[src/logic/eeprom_pkg.sv]
package eeprom_pkg;

    // 24C16 style part, 8 pages of 256 bytes
    localparam int ADDR_W = 11;
    localparam logic [3:0] DEVICE_CODE = 4'b1010;

    typedef enum logic
    {
        REQ_WRITE,
        REQ_READ
    } req_kind_t;

    // host request as held for the whole frame
    typedef struct packed
    {
        req_kind_t         kind;
        logic [ADDR_W-1:0] addr;
        logic [7:0]        wdata;
    } mem_req_t;

    typedef enum logic [1:0]
    {
        BIT_START,
        BIT_STOP,
        BIT_SEND,
        BIT_RECV
    } bit_op_t;

    typedef struct packed
    {
        bit_op_t    op;
        logic [7:0] tx_byte;  // only used by BIT_SEND
    } bit_cmd_t;

    // frame sequencer steps
    typedef enum logic [3:0]
    {
        IDLE,
        START,
        CTRL_W,
        ADDR,
        WDATA,
        RESTART,
        CTRL_R,
        RDATA,
        STOP,
        DONE
    } frame_state_t;

endpackage

[src/logic/eeprom_req_capture.sv]
`timescale 1ns/1ns

module eeprom_req_capture
(
    input  logic                          CLK,
    input  logic                          RESET,
    input  logic                          wr,
    input  logic                          rd,
    input  logic [eeprom_pkg::ADDR_W-1:0] addr,
    input  logic [7:0]                    wdata,
    input  logic                          frame_done,
    input  logic [7:0]                    rx_byte,
    output logic                          req_start,
    output eeprom_pkg::mem_req_t          req,
    output logic                          busy,
    output logic                          ack,
    output logic [7:0]                    rdata
);
    import eeprom_pkg::*;

    logic accept;

    // strobes are dropped while a frame is running
    assign accept = !busy && (wr || rd);

    always_ff @(posedge CLK)
    begin
        if (RESET)
        begin
            busy      <= 1'b0;
            req_start <= 1'b0;
            ack       <= 1'b0;
        end
        else
        begin
            req_start <= accept;
            ack       <= frame_done;
            if (accept)
                busy <= 1'b1;
            else if (frame_done)
                busy <= 1'b0;
        end
    end

    always_ff @(posedge CLK)
    begin
        if (accept)
        begin
            req.kind  <= wr ? REQ_WRITE : REQ_READ;  // wr wins a tie
            req.addr  <= addr;
            req.wdata <= wdata;
        end
    end

    // read byte comes back with frame_done, writes leave rdata alone
    always_ff @(posedge CLK)
    begin
        if (frame_done && req.kind == REQ_READ)
            rdata <= rx_byte;
    end

    // one ack per frame, a single cycle wide
    a_ack_single: assert property (@(posedge CLK) disable iff (RESET)
        ack |=> !ack)
        else $error("ack held for two cycles");

endmodule

[src/logic/eeprom_frame_seq.sv]
`timescale 1ns/1ns

module eeprom_frame_seq
(
    input  logic                 CLK,
    input  logic                 RESET,
    input  logic                 req_start,
    input  eeprom_pkg::mem_req_t req,
    input  logic                 step_done,
    input  logic [7:0]           step_rx,
    output logic                 cmd_go,
    output eeprom_pkg::bit_cmd_t cmd,
    output logic                 frame_done,
    output logic [7:0]           rx_byte
);
    import eeprom_pkg::*;

    frame_state_t state;
    frame_state_t state_nxt;
    logic         pending;  // a bit engine step is in flight
    logic [7:0]   ctrl_w;
    logic [7:0]   ctrl_r;

    // control byte: device code, page bits, r/w
    assign ctrl_w = {DEVICE_CODE, req.addr[10:8], 1'b0};
    assign ctrl_r = {DEVICE_CODE, req.addr[10:8], 1'b1};

    // step issued in each state
    always_comb
    begin
        cmd.op      = BIT_STOP;
        cmd.tx_byte = 8'h00;
        case (state)
            START, RESTART:
                cmd.op = BIT_START;
            CTRL_W:
            begin
                cmd.op      = BIT_SEND;
                cmd.tx_byte = ctrl_w;
            end
            ADDR:
            begin
                cmd.op      = BIT_SEND;
                cmd.tx_byte = req.addr[7:0];
            end
            WDATA:
            begin
                cmd.op      = BIT_SEND;
                cmd.tx_byte = req.wdata;
            end
            CTRL_R:
            begin
                cmd.op      = BIT_SEND;
                cmd.tx_byte = ctrl_r;
            end
            RDATA:
                cmd.op = BIT_RECV;
            default:
                cmd.op = BIT_STOP;
        endcase
    end

    always_comb
    begin
        case (state)
            START:   state_nxt = CTRL_W;
            CTRL_W:  state_nxt = ADDR;
            ADDR:    state_nxt = (req.kind == REQ_WRITE) ? WDATA : RESTART;
            WDATA:   state_nxt = STOP;
            RESTART: state_nxt = CTRL_R;
            CTRL_R:  state_nxt = RDATA;
            RDATA:   state_nxt = STOP;
            STOP:    state_nxt = DONE;
            default: state_nxt = IDLE;
        endcase
    end

    always_ff @(posedge CLK)
    begin
        if (RESET)
            pending <= 1'b0;
        else if (cmd_go)
            pending <= 1'b1;
        else if (step_done)
            pending <= 1'b0;
    end

    always_ff @(posedge CLK)
    begin
        if (RESET)
        begin
            state      <= IDLE;
            cmd_go     <= 1'b0;
            frame_done <= 1'b0;
        end
        else
        begin
            cmd_go     <= 1'b0;
            frame_done <= 1'b0;
            case (state)
                IDLE:
                    if (req_start)
                    begin
                        state  <= START;
                        cmd_go <= 1'b1;
                    end
                DONE:
                begin
                    frame_done <= 1'b1;
                    state      <= IDLE;
                end
                default:
                    if (step_done)
                    begin
                        state  <= state_nxt;
                        cmd_go <= (state_nxt != DONE);  // nothing follows the stop
                    end
            endcase
        end
    end

    always_ff @(posedge CLK)
    begin
        if (state == RDATA && step_done)
            rx_byte <= step_rx;  // held until frame_done
    end

    // engine has no queue, one step at a time
    a_one_step: assert property (@(posedge CLK) disable iff (RESET)
        cmd_go |-> !pending)
        else $error("cmd_go while a step is outstanding");

endmodule

[src/logic/eeprom_bit_engine.sv]
`timescale 1ns/1ns

module eeprom_bit_engine
#(
    parameter int SCL_HALF = 2  // needs at least 2 so SDA moves inside the low phase
)
(
    input  logic                 CLK,
    input  logic                 RESET,
    input  logic                 cmd_go,
    input  eeprom_pkg::bit_cmd_t cmd,
    input  logic                 sda_i,
    output logic                 step_done,
    output logic [7:0]           step_rx,
    output logic                 scl,
    output logic                 sda_o,
    output logic                 sda_oe
);
    import eeprom_pkg::*;

    localparam int DIV_W = (SCL_HALF > 1) ? $clog2(SCL_HALF) : 1;
    localparam logic [DIV_W-1:0] HALF_MID = DIV_W'((SCL_HALF - 1) / 2);
    localparam logic [DIV_W-1:0] HALF_END = DIV_W'(SCL_HALF - 1);

    // each step is a run of low/high SCL half periods
    typedef enum logic [1:0]
    {
        PH_IDLE,
        PH_LOW,
        PH_HIGH
    } phase_t;

    phase_t           phase;
    bit_op_t          op;
    logic [7:0]       shreg;
    logic [2:0]       bit_cnt;
    logic [DIV_W-1:0] div;
    logic             last_half;
    logic             edge_step;

    assign last_half = (div == HALF_END);
    assign edge_step = (phase != PH_IDLE) && (op == BIT_START || op == BIT_STOP);
    assign step_rx   = shreg;

    always_ff @(posedge CLK)
    begin
        if (RESET)
        begin
            phase     <= PH_IDLE;
            op        <= BIT_STOP;
            div       <= '0;
            bit_cnt   <= '0;
            scl       <= 1'b1;
            sda_o     <= 1'b1;
            sda_oe    <= 1'b0;
            step_done <= 1'b0;
        end
        else
        begin
            step_done <= 1'b0;
            case (phase)
                PH_IDLE:
                begin
                    if (cmd_go)
                    begin
                        op      <= cmd.op;
                        div     <= '0;
                        bit_cnt <= '0;
                        scl     <= 1'b0;  // every step opens with SCL low
                        phase   <= PH_LOW;
                    end
                end
                PH_LOW:
                begin
                    div <= div + DIV_W'(1);
                    if (div == HALF_MID)
                    begin
                        sda_oe <= (op != BIT_RECV);  // slave owns SDA on reads
                        case (op)
                            BIT_START: sda_o <= 1'b1;
                            BIT_STOP:  sda_o <= 1'b0;
                            BIT_SEND:  sda_o <= shreg[7];
                            default:   sda_o <= sda_o;
                        endcase
                    end
                    if (last_half)
                    begin
                        div   <= '0;
                        scl   <= 1'b1;
                        phase <= PH_HIGH;
                    end
                end
                PH_HIGH:
                begin
                    div <= div + DIV_W'(1);
                    if (div == HALF_MID && edge_step)
                        sda_o <= (op == BIT_STOP);  // start falls, stop rises
                    if (last_half)
                    begin
                        div <= '0;
                        if (edge_step || bit_cnt == 3'd7)
                        begin
                            phase     <= PH_IDLE;  // SCL parks high
                            step_done <= 1'b1;
                            if (op == BIT_STOP)
                                sda_oe <= 1'b0;
                        end
                        else
                        begin
                            bit_cnt <= bit_cnt + 3'd1;
                            scl     <= 1'b0;
                            phase   <= PH_LOW;
                        end
                    end
                end
                default:
                    phase <= PH_IDLE;
            endcase
        end
    end

    // msb first, loaded on the step and shifted as SCL rises
    always_ff @(posedge CLK)
    begin
        if (phase == PH_IDLE && cmd_go)
            shreg <= cmd.tx_byte;
        else if (phase == PH_LOW && last_half)
            shreg <= {shreg[6:0], sda_i};
    end

    // data bits only move while SCL is low
    a_sda_stable: assert property (@(posedge CLK) disable iff (RESET)
        (scl && $past(scl) && sda_oe && $past(sda_oe) && !$past(edge_step))
        |-> $stable(sda_o))
        else $error("SDA changed while SCL high outside start/stop");

endmodule

[src/logic/eeprom_ctrl_top.sv]
`timescale 1ns/1ns

module eeprom_ctrl_top
#(
    parameter int SCL_HALF = 2
)
(
    input  logic                          CLK,
    input  logic                          RESET,
    input  logic                          wr,
    input  logic                          rd,
    input  logic [eeprom_pkg::ADDR_W-1:0] addr,
    input  logic [7:0]                    wdata,
    input  logic                          sda_i,
    output logic                          ack,
    output logic                          busy,
    output logic [7:0]                    rdata,
    output logic                          scl,
    output logic                          sda_o,
    output logic                          sda_oe
);
    import eeprom_pkg::*;

    logic       req_start;
    mem_req_t   req;
    logic       frame_done;
    logic [7:0] rx_byte;
    logic       cmd_go;
    bit_cmd_t   cmd;
    logic       step_done;
    logic [7:0] step_rx;

    eeprom_req_capture i_capture
    (
        .CLK        (CLK),
        .RESET      (RESET),
        .wr         (wr),
        .rd         (rd),
        .addr       (addr),
        .wdata      (wdata),
        .frame_done (frame_done),
        .rx_byte    (rx_byte),
        .req_start  (req_start),
        .req        (req),
        .busy       (busy),
        .ack        (ack),
        .rdata      (rdata)
    );

    eeprom_frame_seq i_seq
    (
        .CLK        (CLK),
        .RESET      (RESET),
        .req_start  (req_start),
        .req        (req),
        .step_done  (step_done),
        .step_rx    (step_rx),
        .cmd_go     (cmd_go),
        .cmd        (cmd),
        .frame_done (frame_done),
        .rx_byte    (rx_byte)
    );

    eeprom_bit_engine #(.SCL_HALF(SCL_HALF)) i_engine
    (
        .CLK        (CLK),
        .RESET      (RESET),
        .cmd_go     (cmd_go),
        .cmd        (cmd),
        .sda_i      (sda_i),
        .step_done  (step_done),
        .step_rx    (step_rx),
        .scl        (scl),
        .sda_o      (sda_o),
        .sda_oe     (sda_oe)
    );

endmodule

[config.mk]
export PLATFORM = sky130hd
export DESIGN_NAME = eeprom_ctrl_top
export DESIGN_NICKNAME = d
export VERILOG_FILES = /design/src/logic/eeprom_pkg.sv /design/src/logic/eeprom_req_capture.sv /design/src/logic/eeprom_frame_seq.sv /design/src/logic/eeprom_bit_engine.sv /design/src/logic/eeprom_ctrl_top.sv
export SDC_FILE = /design/constraint.sdc
export NUM_CORES = 1
export LEC_CHECK = 0
export BUFFER_PORTS_ARGS = -buffer_cell sky130_fd_sc_hd__buf_2
export CORE_MARGIN = 5
export CORE_UTILIZATION = 50
export DETAILED_ROUTE_END_ITERATION = 8
export PLACE_DENSITY_LB_ADDON = 0.12
export SLEW_MARGIN = 20
export SYNTH_ARGS = -nofsm -noshare
export SYNTH_HDL_FRONTEND = slang
export SYNTH_SLANG_ARGS = --single-unit
[constraint.sdc]
create_clock -name CLK -period 5.4 [get_ports CLK]
set_clock_uncertainty 0.1 [all_clocks]
set_input_delay 0 -clock CLK [delete_from_list [all_inputs] [get_ports CLK]]
set_output_delay 0 -clock CLK [all_outputs]
set_load 0.02 [all_outputs]
# After elaboration in Yosys (flattened, before gate mapping)
# Cells that the tools add are included.
op_classes:
  addsub: 2
  eq_ne: 26
  mux: 42
  n_bitwise: 2
  n_reduce_logical: 35
ops:
  columns: ["op", "n"]
  rows:
  - ["$pmux W8 S4", 1]
  - ["$pmux W4 S7", 1]
  - ["$mux W1", 20]
  - ["$eq A4 B3 Y1 const B", 4]
  - ["$mux W8", 2]
  - ["$pmux W2 S3", 2]
  - ["$reduce_bool A2 Y1", 6]
  - ["$ne A2 B1 Y1 const B", 5]
  - ["$ne A2 B2 Y1 const B", 5]
  - ["$reduce_and A5 Y1", 2]
  - ["$mux W3", 3]
  - ["$eq A4 B2 Y1 const B", 2]
  - ["$eq A4 B4 Y1 const B", 2]
  - ["$mux W4", 2]
  - ["$pmux W1 S2", 4]
  - ["$pmux W4 S2", 1]
  - ["$reduce_and A4 Y1", 2]
  - ["$logic_and A1 B1 Y1", 7]
  - ["$mux W2", 3]
  - ["$pmux W1 S3", 2]
  - ["$pmux W3 S2", 1]
  - ["$reduce_and A2 Y1", 3]
  - ["$reduce_bool A3 Y1", 2]
  - ["$reduce_or A2 Y1", 3]
  - ["16 further kinds", 22]
totals:
  regBits: 65
  in_bits: 24
  elab_cells: 127

# Depth between registers and ports, before layout
logic_depth:
  depth_word: 7
  ltp_mapped: 7
  depth_no_buf: 6

# Modules after synthesis
# From an unflattened synthesis, not the netlist that was laid out.
hier_totals:
  hier_cells: 213
  area_unflattened_um2: 2770.2
by_module_without_submodules:
  columns: ["module", "instances", "cells_each", "area_each_um2", "seq_area_each_um2"]
  rows:
  - ["eeprom_bit_engine", 1, 99, 1044.8, 480.5]
  - ["eeprom_req_capture", 1, 39, 952.2, 900.9]
  - ["eeprom_frame_seq", 1, 75, 773.2, 360.3]

# Least setup slack after synthesis
# Ideal clock, no wire load.
synth_path:
  kind: "reg2reg"
  from: "reg i_engine.phase[1]"
  to: "reg i_engine.shreg[0], in the netlist i_engine.step_rx[0] (enable)"
  setup_ps: 305
  arrival_time_ps: 1405
  required_time_ps: 4995
  slack_ps: 3590
  stages_incl_launch_ff: 7
  period_less_slack_ps: 1810
  path_cell_list: "dfxtp_1 -> inv_1 -> ha_1 -> buf_2 -> nand2_2 -> clkbuf_1 -> nand2_1"
synth_between:
  elab_chain_len: 3
  word_cells_on_any_way: 5
synth_rtl:
  columns: ["item", "line_no", "source"]
  rows:
  - ["from (decl)", "eeprom_bit_engine.sv:33", "phase_t phase;"]
  - ["from (signal assigned)", "eeprom_bit_engine.sv:49", "phase <= PH_IDLE;"]
  - ["from (signal assigned)", "eeprom_bit_engine.sv:70", "phase <= PH_LOW;"]
  - ["from (signal assigned)", "eeprom_bit_engine.sv:90", "phase <= PH_HIGH;"]
  - ["$eq A2 B1 Y1 or $logic_not A2 Y1 (tied branches)", "eeprom_bit_engine.sv:127, eeprom_bit_engine.sv:125", null]
  - ["$logic_and A1 B1 Y1, on equally long branches", "eeprom_bit_engine.sv:127, eeprom_bit_engine.sv:125", null]
  - ["$reduce_bool A2 Y1 (no source line) (*)", null, null]
  - ["to (signal assigned)", "eeprom_bit_engine.sv:126", "shreg <= cmd.tx_byte;"]
  - ["to (signal assigned)", "eeprom_bit_engine.sv:128", "shreg <= {shreg[6:0], sda_i};"]
  - ["to (decl)", "eeprom_bit_engine.sv:35", "logic [7:0] shreg;"]
# Every way passes the cells marked *; elsewhere a longest branch is shown, timed or not.
# A chain may end at the register's enable or synchronous reset.

# Worst setup path in the final report
layout_path:
  from: "reg i_seq.state[0]"
  to: "reg i_seq.rx_byte[2] (enable)"
layout_between:
  elab_chain_len: 2
layout_rtl:
  columns: ["item", "line_no", "source"]
  rows:
  - ["from (decl)", "eeprom_frame_seq.sv:18", "frame_state_t state;"]
  - ["from (signal assigned)", "eeprom_frame_seq.sv:115", "state <= state_nxt;"]
  - ["$eq A4 B3 Y1", "eeprom_frame_seq.sv:124", "if (state == RDATA && step_done)"]
  - ["$logic_and A1 B1 Y1", "eeprom_frame_seq.sv:124", null]
  - ["to (signal assigned)", "eeprom_frame_seq.sv:125", "rx_byte <= step_rx;"]
  - ["to (decl)", "eeprom_frame_seq.sv:14", "output logic [7:0] rx_byte"]
# Every way passes these cells.

==> qor.txt <==
Max Cap Viol - 0
DR pass1 iterations - 4
Vias in the first global route - 1833
TNS Setup - 0 ps
Slowest library cell on the worst path - dfxtp_1
Final nets - 326
WS Path Type - reg -> reg
Layout cell share with drive strength beyond 1 - 18.6%
Met2 usage - 23.8%
Remaining Overflow, GRT - 0
DPL Wire Length - 3240 um
Filler-free cell count of the finished design - 373
DR DRC count - 0
Vias/cell - 5.11
Final Hold Viols - 0
WP buf/inv - 0
Routed wire length - 4850 um
GRT busiest layer - met2
Hold Path Class - in -> reg
Clock root buffer - clkbuf_8
CP peak stage delay - 720 ps
Clock buffer depth - 2
Slew @ Worst Pin - 690 ps
P_leak - 0.00129 uW
Seq/Total Area, Yosys - 62.1%
Antenna violations before repair - 0
First DRT Iteration DRCs - 62
CTS Buf Count - 9
Initial core utilization - 51.3%
Port Buffers - 36
Worst-path fanout max - 21
EDFF count, synth - 44
First-pass GRT wire length - 8310 um
Die Y - 84.9 um
Cells after synthesis - 239
Worst EP required - 5260 ps
Die Wd - 84.9 um
Min cycle time layout - 1930 ps
I/O Pins - 37
Crit start category - flip-flop
Async SR Flop Fraction - 0%
Worst relative slew slack - 53.9%
Post-layout util - 63.2%
CTS tree - built
Final ANT Viol Nets - 0
Delay-heaviest family, CP - simple AND/OR/NAND/NOR gates
CTS Sinks - 65
Max VDD drop - 0.267 mV
F_max - 0.518 GHz
Critical Path Stages - 2
Pin count of the biggest net entering global routing - 23
Via count - 1905
Worst-path clk slew - 70 ps
Postcts setup bufs - 0
Fin area - 0.00346 mm2
Ant. Diodes - 0
Total track usage - 14.7%
WL per Instance - 13.0 um
Clock latency on the worst-skew pair - 330 ps
Dpl cells - 333
PwrDens - 349 mW/mm2
Mean post-synth cell area - 11.7 um2
Crit-path cells - nand3_1 > nor2_1
Worst Hold Path Cells - 2
Count of different cell masters after synthesis - 41
Yosys reg bits - 65
CP endpoint kind - flip-flop
Post-synth design cell area - 0.00281 mm2
Area growth, synth to finish - 23.3%
Worst R2R Path Depth - 2
Met1 usage - 18.2%
Syn_nets - 269
Die area - 0.00721 mm2
Run status - finished, final reports clean
Core Area - 0.00547 mm2
H-Tree Depth - 3
Dpl cell area - 0.00300 mm2
Synth Flop Type - edfxtp_1
Final Cycle Share - 35.7%
Unrepaired setup endpoints after global routing - no
Synth warnings - 0
Met3 Use GR - 5.83%
Max Transition Viols Final - 0
Critical path data arrival time - 1790 ps
Setup-failing EPs final - 0
Row Count - 27
Routability congestion estimate from global placement - 0.826
## per-layer routing
metal | wire length, um | part of all wire, % | vias to the layer above
met4 | 51 | 1.1 | 0
met5 | 0 | 0 | -
met1 | 2270 | 47 | 875
li1 | - | - | 987
met2 | 2320 | 48 | 39
met3 | 212 | 4.4 | 4
## synthesized netlist by cell type, types with 2 or more instances
library cell	n	area, um2
buf_2	6	30.0
nand2_1	11	41.3
a21oi_1	22	110
nand3_1	4	20.0
mux2i_1	2	20.0
nor2b_1	7	43.8
edfxtp_1	44	1320
clkbuf_1	6	22.5
a21o_1	2	15.0
inv_1	8	30.0
and2_1	2	12.5
nor3_1	6	30.0
o2bb2ai_1	3	26.3
o21ai_0	12	60.1
o21bai_1	3	22.5
nand2b_1	13	81.3
a22o_1	9	78.8
dfxtp_1	21	420
a22oi_1	2	15.0
nor2_1	22	82.6
or3_1	2	12.5
nand3b_1	5	37.5
a2111oi_0	2	17.5
and2b_1	2	15.0
ha_1	6	75.1
buf_6	2	22.5
## placed cells by master (no fill, tap or decap), types with 2 or more instances in the layout
cell type	synthesis	layout
a22oi_1	2	2
a2111oi_0	2	2
or3_1	2	2
nor2_1	22	22
o21ai_0	12	12
a21oi_1	22	22
and2_1	2	2
clkinvlp_4	0	4
bufinv_16	0	2
nor2b_1	7	7
o2bb2ai_1	3	3
nand2b_1	13	13
dlygate4sd3_1	0	24
clkbuf_8	0	9
nand2_1	11	11
a21o_1	2	2
mux2i_1	2	2
a22o_1	9	9
inv_1	8	8
o21bai_1	3	3
ha_1	6	6
and2b_1	2	2
nand3b_1	5	5
nor3_1	6	6
nand3_1	4	4
buf_2	6	36
edfxtp_1	44	44
dfxtp_1	21	21
## sequential cells by signal, summed over array words and instances, names as in the netlist, 2 cells and up
signal,count
i_capture.rdata,8
i_capture.req,20
i_engine.bit_cnt,3
i_engine.op,2
i_engine.phase,2
i_engine.step_rx,8
i_seq.rx_byte,8
i_seq.state,4
## stage by stage
stage / total power [uW] / worst slack (ps) / hold slack (ps)
after global placement: 764 / 3510 / 76.6
after CTS: 1220 / 3440 / 265
final: 1210 / 3470 / 274
after detailed placement: 766 / 3460 / 78.1
after floorplan: 727 / 3590 / -28.4
after global routing: 1260 / 3250 / 272
## power breakdown
part / switching (uW) / internal [uW]
sequential: 29.9 / 568
clock: 180 / 259
combinational: 91.2 / 78.6
total: 301 / 905
## worst register-to-register path, delay by kind of cell (launching register included)
family | cells | cell delay, ps
DFF | 1 | 720
and+or+nand+nor | 2 | 750
## layout make-up
| class | count | area, um2 |
|---|---|---|
| fill | 429 | 2010 |
| multi-input combinational | 152 | 958 |
| clock buffer | 9 | 124 |
| timing repair buffer | 60 | 420 |
| tap | 72 | 90.1 |
| sequential | 65 | 1740 |
| inverter | 8 | 30.0 |
| clock inverter | 7 | 95.1 |
## worst paths after layout
| kind | from | end | slack [ps] |
|---|---|---|---|
| min reg2reg | i_seq.rx_byte[3]$_DFFE_PP_ | i_capture.rdata[3]$_DFFE_PP_ | 320 |
| max | i_seq.state[0]$_SDFFE_PP0P_ | i_seq.rx_byte[2]$_DFFE_PP_ | 3470 |
| min | addr[4] | i_capture.req[12]$_DFFE_PP_ | 270 |
| max reg2reg | i_seq.state[0]$_SDFFE_PP0P_ | i_seq.rx_byte[2]$_DFFE_PP_ | 3470 |
## timing repair
item                                   4_1_cts  5_1_grt
setup endpoints to repair                    0        0
endpoints found under the hold margin       28        0
hold buffers                                24        0
gates resized for setup                      0        0
## cell families (layout without fill, tap and decap cells)
group,after synthesis,in the layout,share of synthesized area [%]
AO/OA/AOI/OAI,62,62,15.1
XOR/XNOR,1,1,0.312
adder cells (fa/ha/maj),6,6,2.68
buffers and inverters,22,84,3.75
flip-flops,65,65,62.1
multiplexers,2,2,0.714
AND/OR/NAND/NOR,81,81,15.3
No activity file was read; power rests on OpenSTA's default activity.
